==> src/i3c_regf_params.svh <==
//////////////////////////////
// I3C register file parameters
// Widths, depth and the byte address map of the
// controller configuration store
//////////////////////////////
`ifndef I3C_REGF_PARAMS_SVH
`define I3C_REGF_PARAMS_SVH

////////////////////////////// Sizes

`define REGF_WIDTH          8     // Bits per byte register
`define REGF_DEPTH          512   // Covers every mapped address
`define REGF_ADDR           9     // Byte address bits

////////////////////////////// SDR frame bytes

`define REGF_TGT_ADDR       0     // Target address, bit 0 is RX/TX direction
`define REGF_NUM_FRAMES     1     // Frame count
`define REGF_TGTS_COUNT     35    // Number of targets on the bus

////////////////////////////// Broadcast and IBI bytes

`define REGF_BDCST          46    // 7'h7E with direction bit
`define REGF_ARB            48    // Arbitration address
`define REGF_IBI_CFG        101   // IBI ack and MDB setup
`define REGF_IBI_PAYLOAD    102   // Max IBI payload size

////////////////////////////// Role handoff and hot-join bytes

`define REGF_CRHDLY         383
`define REGF_CRCAP2         386
`define REGF_PRECR          388
`define REGF_GETSTATUS_LSB  390
`define REGF_ENEC_BYTE      402   // Bit 3 is ENHJ
`define REGF_DISEC_BYTE     404   // Bit 3 is DISHJ
`define REGF_HJ_CFG         405   // Hot-join config, bit 1 enables hot-join
`define REGF_CRH_CFG        407
`define REGF_CRCAP1         409   // Bit 0 is hot-join support

////////////////////////////// Command descriptors

`define REGF_DESC_NORMAL    416   // 8 bytes, LSB first
`define REGF_DESC_DUMMY     450   // Fixed dummy command, loaded on reset

`endif
==> src/i3c_regf_pkg.sv <==
//////////////////////////////
// I3C register file types
// Host request, access opcode and the unpacked
// command descriptor
//////////////////////////////

`include "i3c_regf_params.svh"

package i3c_regf_pkg;

  ////////////////////////////// Access opcode

  // Encoded as {wr, rd} so both strobes high land on CONFLICT
  typedef enum logic [1:0] {
    OP_IDLE     = 2'b00,
    OP_READ     = 2'b01,
    OP_WRITE    = 2'b10,
    OP_CONFLICT = 2'b11   // Both strobes at once, store ignores it
  } regf_op_e;

  ////////////////////////////// Host request

  typedef struct packed {
    regf_op_e                 op;     // What the store does this cycle
    logic [`REGF_ADDR-1:0]    addr;   // Byte address
    logic [`REGF_WIDTH-1:0]   wdata;  // Write byte, don't care on reads
  } regf_req_t;

  ////////////////////////////// Command descriptor

  // Field order follows the consumers, not the DWORD bit order
  typedef struct packed {
    logic [15:0] data_len;   // DWORD1 [31:16], to frame counter
    logic [2:0]  cmd_attr;   // DWORD0 [2:0]
    logic [3:0]  tid;        // DWORD0 [6:3], transaction id
    logic [7:0]  ccc_cmd;    // DWORD0 [14:7]
    logic        cp;         // DWORD0 [15], CCC present
    logic [4:0]  dev_index;  // DWORD0 [20:16]
    logic [2:0]  dtt;        // DWORD0 [25:23]
    logic [2:0]  mode;       // DWORD0 [28:26]
    logic        rnw;        // DWORD0 [29]
    logic        wroc;       // DWORD0 [30]
    logic        toc;        // DWORD0 [31], terminate on completion
  } cmd_desc_t;

endpackage

==> src/i3c_regf_access.sv <==
//////////////////////////////
// I3C register file access stage
// Turns the host rd/wr strobes into one opcode and
// registers it with the address and write byte
//////////////////////////////
`timescale 1ns/1ps

`include "i3c_regf_params.svh"

module i3c_regf_access
  import i3c_regf_pkg::*;
(
  input  logic                   i_regf_clk,      // Controller clock
  input  logic                   i_regf_rst_n,    // Async, active low
  input  logic                   i_regf_rd_en,    // Read strobe, one cycle
  input  logic                   i_regf_wr_en,    // Write strobe, one cycle
  input  logic [`REGF_ADDR-1:0]  i_regf_addr,
  input  logic [`REGF_WIDTH-1:0] i_regf_data_wr,
  output regf_req_t              o_req            // To the store
);

  regf_op_e               op_d;
  regf_op_e               op_q;
  logic [`REGF_ADDR-1:0]  addr_q;
  logic [`REGF_WIDTH-1:0] wdata_q;

  // Strobe decode, rd and wr together is never a legal access
  always_comb
  begin
    case ({i_regf_wr_en, i_regf_rd_en})
      2'b01:   op_d = OP_READ;
      2'b10:   op_d = OP_WRITE;
      2'b11:   op_d = OP_CONFLICT;
      default: op_d = OP_IDLE;
    endcase
  end

  always_ff @(posedge i_regf_clk or negedge i_regf_rst_n)
  begin
    if (!i_regf_rst_n)
    begin
      op_q <= OP_IDLE;
    end
    else
    begin
      op_q <= op_d;     // Strobes are pulses, so this drops back to IDLE
    end
  end

  // Payload only matters while op_q is READ or WRITE
  always_ff @(posedge i_regf_clk)
  begin
    addr_q  <= i_regf_addr;
    wdata_q <= i_regf_data_wr;
  end

  assign o_req = '{op: op_q, addr: addr_q, wdata: wdata_q};

endmodule

==> config.mk <==
export PLATFORM = sky130hd
export DESIGN_NAME = i3c_regf_access
export DESIGN_NICKNAME = d
export VERILOG_FILES = /design/src/i3c_regf_pkg.sv /design/src/i3c_regf_access.sv
export VERILOG_INCLUDE_DIRS = /design/src
export SDC_FILE = /design/constraint.sdc
export NUM_CORES = 1
export LEC_CHECK = 0
export BUFFER_PORTS_ARGS = -buffer_cell sky130_fd_sc_hd__buf_2
export CAP_MARGIN = 15
export CORE_AREA = 4 4 41 43
export CTS_CLUSTER_DIAMETER = 80
export DETAILED_ROUTE_END_ITERATION = 10
export DIE_AREA = 0 0 45 47
export GPL_TIMING_DRIVEN = 0
export PLACE_DENSITY = 0.8
export SYNTH_ARGS = -nofsm -noshare
export SYNTH_HDL_FRONTEND = slang
export SYNTH_SLANG_ARGS = --single-unit
==> constraint.sdc <==
create_clock -name i_regf_clk -period 1 [get_ports i_regf_clk]
set_input_delay 0.15 -clock i_regf_clk [delete_from_list [all_inputs] [get_ports i_regf_clk]]
set_output_delay 0.15 -clock i_regf_clk [all_outputs]
set_load 0.005 [all_outputs]
==> metrics.cfg <==
[outcome]
status = complete, no violations

[floorplan]
rows = 13
fp.dieH_um = 47
core_area_um2 = 1300
io_pins = 40
die_x_um = 45
initial_core_util_pct = 30.6
die_area_um2 = 2120

[grt]
grt_pass1_vias = 457
grt_first_pass_wirelength_mm = 1.88
grt_start_max_net_pins = 12
antenna_found_initial = 0
gr-total-overflow = 0
track_usage_pct = 12.8

[final_layout]
fillers = 105
multiInputGateArea_um2 = 0
fin_nets = 104
layout-drive-gt1-share_pct = 50.0
seq_area_um2 = 390
multi_input_cells = 0
syn_to_final_growth_pct = 108
num_antenna_cells = 0

[timing]
finalHoldViolCount = 0
timing.slew.headroom_pct = 93.3
hold_slack_ns = 0.163
setup_viol = 0
tns_ns = 0
tightestPinTransition_ns = 0.101
finalMaxSlewViolations = 0
period_share_pct = 92.8
period_minus_slack_ns = 0.928
fmax_mhz = 1080
rsz0062_at_grt = no

[placement]
globalplace.congestion = 0.634
post-dp-hpwl_um = 725
io_buffers = 37

[setup_path]
crit_slowest_cell = dfrtp_1
crit_path_end = o_req[17]
crit_chain = buf_2
arrival_ns = 0.78
worstPathBufferInverterCount = 1
cp-startpoint = op_q[0]
worst_path_largest_cell_delay_ns = 0.37
worst_setup_path_end_kind = output port
critPathLaunchType = register
worstPathRequired_ns = 0.85
cp.depth = 1
crit_family = flip-flops
worst-path-max-fanout = 1
critPathKind = reg2out

[power_and_ir_drop]
combPwrFrac_pct = 11.0
p_clk_share_pct = 27.6
power_density_nw_per_um2 = 1580
p_seq_share_pct = 61.4
swShare_pct = 20.2
internal_power_mw = 1.05
ir_drop_v = 0.00119
switchingPower_mw = 0.265
p_leak_nw = 0.416

[clock_tree]
path_clk_slew_ns = 0.10
cts-resized-gates = 0
clockBufferDepth = 2
tritoncts = yes
ctsRootBufferMaster = clkbuf_4
cts_made_buffers = 3
cts_max_level = 1
cts.sinks = 19

[logic_synthesis]
syn-instance-count = 21
synth-edff-count = 0
synthArstFlopShare_pct = 10.5
yosysMostFrequentCell = dfxtp_1
syn_avg_cell_area_um2 = 18.9
synth_nets = 42
yosysSeqAreaShare_pct = 98.1
synthTopCellsByArea = dfxtp_1 86%, dfrtp_1 13%, clkbuf_1 1.9%
yosys-top-cells-count = 17 x dfxtp_1, 2 x clkbuf_1, 2 x dfrtp_1
synth_cell_types = 3
synth.largest_area_cell = dfxtp_1
ys_seq_elements = 19
synth_area_um2 = 398
yosys.area.top_type_share_pct = 85.5
yosysWarningCount = 0
synth-main-ff-cell = dfxtp_1

[routing]
routedWlPerCell_um = 12.1
via_per_inst = 3.86
drc = 0
drt-total-wl_mm = 1.18
drt-initial-drc-count = 1
vias = 374
first_pass_iters = 3
ant_nets = 0

[run]
drv_cap = 0

[hold_path]
hold_path.class = in2async

==> metrics by stage <==
| stage | utilization [%] | instance area [um2] | setup slack, ns | cells | power, mW |
|---|---|---|---|---|---|
| after floorplan | - | 398 | 0.501 | 21 | 0.834 |
| after global placement | 46.3 | 602 | 0.395 | 73 | 0.904 |
| after detailed placement | 46.3 | 602 | 0.390 | 73 | 0.907 |
| after CTS | 63.7 | 830 | 0.0584 | 97 | 1.33 |
| after global routing | 63.7 | 830 | 0.0331 | 97 | 1.39 |
| final | 63.7 | 830 | 0.0722 | 97 | 1.31 |
==> power groups by stage <==
| stage | Clock [mW] | Combinational [mW] | Sequential, mW |
|---|---|---|---|
| 2_1_floorplan | 0 | 0.00236 | 0.832 |
| 3_3_place_gp | 0 | 0.0814 | 0.823 |
| 3_5_place_dp | 0 | 0.0834 | 0.824 |
| 4_1_cts | 0.382 | 0.143 | 0.807 |
| 5_1_grt | 0.418 | 0.160 | 0.811 |
| 6_report | 0.362 | 0.145 | 0.807 |
==> registers in the layout, summed over array words and instances (netlist names) <==
name and cells:
addr_q 9, wdata_q 8, op_q 2
==> per-layer routing <==
| metal | up-vias | global-route usage, % | wire, um |
|---|---|---|---|
| met5 | - | 0 | 0 |
| met4 | 0 | 3.51 | 0 |
| met3 | 0 | 12.6 | 334 |
| met2 | 40 | 19.5 | 406 |
| met1 | 150 | 12.2 | 438 |
| li1 | 184 | - | - |
==> what timing repair did <==
action / CTS / global route
hold buffers: 20 / 0
buffers inserted: 0 / 0
endpoints found under the hold margin: 21 / 0
==> cells in the final DEF, fill, tap and decap left out <==
cell and count:
dfrtp_1 2, clkbuf_4 3, dfxtp_1 17, buf_2 37, clkinv_2 1, dlygate4sd3_1 20
clkbuf_1 2
==> area by class of cell <==
cell class	count	share of cell area, %
sequential	19	47.1
timing repair buffer	57	46.5
clock buffer	3	2.71
tap	15	2.26
buffer	2	0.905
clock inverter	1	0.603
==> worst min path at each step <==
stage | start | to | slack (ns) | cells after the start
2_1_floorplan | i_regf_rst_n | op_q[0] | -0.15 | 0
3_3_place_gp | i_regf_rst_n | op_q[1] | -0.06 | 1
3_5_place_dp | i_regf_rst_n | op_q[0] | -0.06 | 1
4_1_cts | i_regf_rst_n | op_q[0] | 0.15 | 2
5_1_grt | i_regf_rst_n | op_q[1] | 0.15 | 2
6_report | i_regf_rst_n | op_q[0] | 0.16 | 2
==> cells by family (layout without fill, tap and decap cells) <==
group | after synthesis | count (layout) | synth area share, %
buf+inv | 2 | 63 | 1.89
flops | 19 | 19 | 98.1
Power figures use the tool's default switching activity.
