<file path="src/i3c_regf_params.svh">
//////////////////////////////
// I3C register file parameters
// Widths, depth and the byte address map of the
// controller configuration store
//////////////////////////////
`ifndef I3C_REGF_PARAMS_SVH
`define I3C_REGF_PARAMS_SVH

////////////////////////////// Sizes

`define REGF_WIDTH          8     // Bits per byte register
`define REGF_DEPTH          512   // Covers every mapped address
`define REGF_ADDR           9     // Byte address bits

////////////////////////////// SDR frame bytes

`define REGF_TGT_ADDR       0     // Target address, bit 0 is RX/TX direction
`define REGF_NUM_FRAMES     1     // Frame count
`define REGF_TGTS_COUNT     35    // Number of targets on the bus

////////////////////////////// Broadcast and IBI bytes

`define REGF_BDCST          46    // 7'h7E with direction bit
`define REGF_ARB            48    // Arbitration address
`define REGF_IBI_CFG        101   // IBI ack and MDB setup
`define REGF_IBI_PAYLOAD    102   // Max IBI payload size

////////////////////////////// Role handoff and hot-join bytes

`define REGF_CRHDLY         383
`define REGF_CRCAP2         386
`define REGF_PRECR          388
`define REGF_GETSTATUS_LSB  390
`define REGF_ENEC_BYTE      402   // Bit 3 is ENHJ
`define REGF_DISEC_BYTE     404   // Bit 3 is DISHJ
`define REGF_HJ_CFG         405   // Hot-join config, bit 1 enables hot-join
`define REGF_CRH_CFG        407
`define REGF_CRCAP1         409   // Bit 0 is hot-join support

////////////////////////////// Command descriptors

`define REGF_DESC_NORMAL    416   // 8 bytes, LSB first
`define REGF_DESC_DUMMY     450   // Fixed dummy command, loaded on reset

`endif
</file>
<file path="src/i3c_regf_pkg.sv">
//////////////////////////////
// I3C register file types
// Host request, access opcode and the unpacked
// command descriptor
//////////////////////////////

`include "i3c_regf_params.svh"

package i3c_regf_pkg;

  ////////////////////////////// Access opcode

  // Encoded as {wr, rd} so both strobes high land on CONFLICT
  typedef enum logic [1:0] {
    OP_IDLE     = 2'b00,
    OP_READ     = 2'b01,
    OP_WRITE    = 2'b10,
    OP_CONFLICT = 2'b11   // Both strobes at once, store ignores it
  } regf_op_e;

  ////////////////////////////// Host request

  typedef struct packed {
    regf_op_e                 op;     // What the store does this cycle
    logic [`REGF_ADDR-1:0]    addr;   // Byte address
    logic [`REGF_WIDTH-1:0]   wdata;  // Write byte, don't care on reads
  } regf_req_t;

  ////////////////////////////// Command descriptor

  // Field order follows the consumers, not the DWORD bit order
  typedef struct packed {
    logic [15:0] data_len;   // DWORD1 [31:16], to frame counter
    logic [2:0]  cmd_attr;   // DWORD0 [2:0]
    logic [3:0]  tid;        // DWORD0 [6:3], transaction id
    logic [7:0]  ccc_cmd;    // DWORD0 [14:7]
    logic        cp;         // DWORD0 [15], CCC present
    logic [4:0]  dev_index;  // DWORD0 [20:16]
    logic [2:0]  dtt;        // DWORD0 [25:23]
    logic [2:0]  mode;       // DWORD0 [28:26]
    logic        rnw;        // DWORD0 [29]
    logic        wroc;       // DWORD0 [30]
    logic        toc;        // DWORD0 [31], terminate on completion
  } cmd_desc_t;

endpackage

</file>
<file path="src/i3c_cmd_desc_unpack.sv">
//////////////////////////////
// I3C command descriptor unpacker
// Slices the 8 byte descriptor window into
// registered command fields
//////////////////////////////
`timescale 1ns/1ps

`include "i3c_regf_params.svh"

module i3c_cmd_desc_unpack
  import i3c_regf_pkg::*;
(
  input  logic        i_regf_clk,
  input  logic        i_regf_rst_n,
  input  logic [63:0] i_desc_window,    // Bytes base..base+7, LSB first
  output cmd_desc_t   o_cmd_desc
);

  logic [31:0] dword0;
  logic [31:0] dword1;
  cmd_desc_t   desc_d;

  assign dword0 = i_desc_window[31:0];
  assign dword1 = i_desc_window[63:32];

  ////////////////////////////// Field map

  always_comb
  begin
    desc_d.data_len  = dword1[31:16];   // Low half of DWORD1 unused here
    desc_d.cmd_attr  = dword0[2:0];
    desc_d.tid       = dword0[6:3];
    desc_d.ccc_cmd   = dword0[14:7];
    desc_d.cp        = dword0[15];
    desc_d.dev_index = dword0[20:16];
    // Bits 22:21 reserved
    desc_d.dtt       = dword0[25:23];
    desc_d.mode      = dword0[28:26];
    desc_d.rnw       = dword0[29];
    desc_d.wroc      = dword0[30];
    desc_d.toc       = dword0[31];
  end

  ////////////////////////////// Output register

  always_ff @(posedge i_regf_clk or negedge i_regf_rst_n)
  begin
    if (!i_regf_rst_n)
    begin
      o_cmd_desc <= '0;
    end
    else
    begin
      o_cmd_desc <= desc_d;   // Tracks descriptor edits and base switches
    end
  end

endmodule

</file>
<file path="config.mk">
export PLATFORM = sky130hd
export DESIGN_NAME = i3c_cmd_desc_unpack
export DESIGN_NICKNAME = d
export VERILOG_FILES = /design/src/i3c_regf_pkg.sv /design/src/i3c_cmd_desc_unpack.sv
export VERILOG_INCLUDE_DIRS = /design/src
export SDC_FILE = /design/constraint.sdc
export NUM_CORES = 1
export LEC_CHECK = 0
export BUFFER_PORTS_ARGS = -buffer_cell sky130_fd_sc_hd__buf_4
export CORE_UTILIZATION = 38
export CTS_BUF_LIST = sky130_fd_sc_hd__clkbuf_8
export DETAILED_ROUTE_END_ITERATION = 8
export GPL_TIMING_DRIVEN = 0
export HOLD_SLACK_MARGIN = 0.03
export PLACE_DENSITY = 0.86
export RECOVER_POWER = 25
export SYNTH_ARGS = -nofsm -noshare
export SYNTH_HDL_FRONTEND = slang
export SYNTH_SLANG_ARGS = --single-unit
</file>
<file path="constraint.sdc">
create_clock -name i_regf_clk -period 1 [get_ports i_regf_clk]
set_input_delay 0.1 -clock i_regf_clk [delete_from_list [all_inputs] [get_ports i_regf_clk]]
set_output_delay 0.1 -clock i_regf_clk [all_outputs]
set_load 0.01 [all_outputs]
</file>
==> impl_metrics.env <==
export IMPL_status="finished, violations left"
export IMPL_violations="design-rule violations"
export IMPL_drive_above_1_share=0.515
export IMPL_avgSynthCellArea_sq_um=25.0
export IMPL_grt_overflow_total=0
export IMPL_path_delay_family="flip-flops"
export IMPL_drt_wl_total_mm=3.49
export IMPL_top_regs="o_cmd_desc (46)"
export IMPL_cts_buffer_depth=2
export IMPL_synth_distinct_cells=1
export IMPL_route_detailed_drc=14
export IMPL_dieArea_sq_um=3250
export IMPL_worst_path_max_delay_cell="dfrtp_1"
export IMPL_switching_share=0.208
export IMPL_cts_htree_levels=2
export IMPL_max_stage_delay_ns=0.39
export IMPL_setup_viol=0
export IMPL_hp_class="input port to asynchronous set/reset pin"
export IMPL_hold_viol=0
export IMPL_io_pins=112
export IMPL_syn_to_final_growth_pct=113
export IMPL_route_vias_total=944
export IMPL_power_leakage_nw=1.22
export IMPL_wl_per_cell_um=15.5
export IMPL_pre_cts_ws_ns=0.404
export IMPL_worst_path_buf_inv=1
export IMPL_yosysWarningCount=0
export IMPL_synth_area_top_cells="dfrtp_1 100%"
export IMPL_io_buffer_count=93
export IMPL_top_layer="met4"
export IMPL_max_slew_margin=0.636
export IMPL_clockRootBuffer="clkbuf_8"
export IMPL_dr_wl_met2_mm=2.11
export IMPL_antenna_cells=0
export IMPL_worst_pin_slew_ns=0.547
export IMPL_ys_seq_area_frac=1.00
export IMPL_dr_pass1_iters=6
export IMPL_num_rows=19
export IMPL_crit_required_ns=0.90
export IMPL_clkPwrFrac=0.300
export IMPL_synth_seq_cells=46
export IMPL_vdd_ir_drop_max_mv=1.14
export IMPL_grt_util_all_layers=0.231
export IMPL_met3RoutedLength_um=326
export IMPL_largest_reg_flops=46
export IMPL_cts_tree="yes"
export IMPL_multi_input_comb_cells=0
export IMPL_setup_worst_path_start_class="flop"
export IMPL_fin_crit_ns=0.916
export IMPL_maxSlewViolCount=0
export IMPL_nets=259
export IMPL_antenna_found_initial=0
export IMPL_grt_max_degree=47
export IMPL_dp_hpwl_mm=1.67
export IMPL_p_per_area_nw_per_um2=1460
export IMPL_fp_dieH_um=57.0
export IMPL_drt_iter0_drc=30
export IMPL_cap_violations=0
export IMPL_critPathKind="flop to output pin"
export IMPL_max_freq_ghz=1.09
export IMPL_critPathArrivalTime_ns=0.82
export IMPL_path_max_fanout=1
export IMPL_ant_nets=0
export IMPL_endpoint_kind="output pin"
export IMPL_core_area_sq_um=2810
export IMPL_layout_cells_most_common="buf_4"
export IMPL_grt_pass1_vias=1102
export IMPL_pwr_share_comb=0.146
export IMPL_synth_nets=112
export IMPL_initial_core_util=0.410
export IMPL_pwr_share_seq=0.553
export IMPL_internal_power_w=0.00284
export IMPL_p_sw_w=0.000746
export IMPL_place_congestion=0.656
export IMPL_die_x_um=57.0
export IMPL_synth_top_area_frac=1.00
export IMPL_final_cell_mix="59 x buf_4, 47 x dlygate4sd3_1, 46 x dfrtp_1, 34 x clkbuf_4, 6 x clkbuf_8"
export IMPL_rsz0062_at_grt="no"
export IMPL_grt_pass1_wl_mm=5.31
export IMPL_timing_final_ws_setup_ns=0.0843
export IMPL_synth_largest_area_cell="dfrtp_1"
export IMPL_viasPerCell=4.20
export IMPL_fin_crit_sh=0.916
export IMPL_synthCells=46
export IMPL_clkSlewWorstSetupHoldPaths_ns=0.08
export IMPL_syn_cell_area_sq_um=1150
export IMPL_multiInputGateArea_sq_um=0
export IMPL_regMostFlops="o_cmd_desc"
export IMPL_numCtsBuffers=5
export IMPL_met1_length_mm=1.04
export IMPL_cts_sinks=46
export IMPL_fin_setup_tns_ns=0
export IMPL_crit_chain="buf_4"
[worst paths after layout]
| path | startpoint | endpoint | slack [ns] | cells after the start |
|---|---|---|---|---|
| setup / recovery | o_cmd_desc[18] | o_cmd_desc[18] | 0.08 | 1 |
| hold / removal | i_regf_rst_n | o_cmd_desc[1] | 0.36 | 2 |
| max in group asynchronous | i_regf_rst_n | o_cmd_desc[3] | 0.27 | 2 |
| min in group i_regf_clk | i_desc_window[5] | o_cmd_desc[25] | 0.48 | 2 |
[metrics by stage]
step                instances  instance area, sq um  hold slack, ns  utilization  power [W]
finish                    225                  2450           0.363        0.873    0.00359
detailed placement        170                  1890           0.128        0.673    0.00239
global route              225                  2450           0.396        0.873    0.00374
CTS                       225                  2450           0.356        0.873    0.00362
floorplan                  46                  1150          -0.196            -    0.00207
global placement          170                  1890           0.105        0.673    0.00238
[cells in the mapped netlist]
cell type  instances
dfrtp_1           46
[kinds of logic (layout without fill, tap and decap cells)]
kind of cell	after synthesis	after routing	share of synthesized area
flip-flops	46	46	1.00
buffers and inverters	0	148	0
[layer usage]
layer | vias to the layer above | global-route usage
met5 | - | 0
met4 | 0 | 0.0523
met3 | 2 | 0.0726
met2 | 62 | 0.479
met1 | 449 | 0.213
li1 | 431 | -
[power groups by stage]
| stage | Combinational (W) | Clock [W] | Sequential, W |
|---|---|---|---|
| 4_1_cts | 0.000522 | 0.00112 | 0.00198 |
| 3_3_place_gp | 0.000366 | 0 | 0.00201 |
| 2_1_floorplan | 0 | 0 | 0.00207 |
| 5_1_grt | 0.000559 | 0.00119 | 0.00199 |
| 3_5_place_dp | 0.000375 | 0 | 0.00202 |
| 6_report | 0.000525 | 0.00108 | 0.00198 |
[area by class of cell]
| cell class | instances | area [sq um] |
|---|---|---|
| repair buffers | 140 | 1170 |
| clock inverters | 2 | 8.76 |
| well taps | 31 | 38.8 |
| clock buffers | 6 | 82.6 |
| flip-flops and latches | 46 | 1150 |
| fillers | 134 | 355 |
[timing repair]
item / CTS / global route
setup buffers: 0 / 0
hold buffers: 47 / 0
resized for setup: 0 / 0
hold endpoints to repair: 92 / 0
Power figures use the tool's default switching activity.
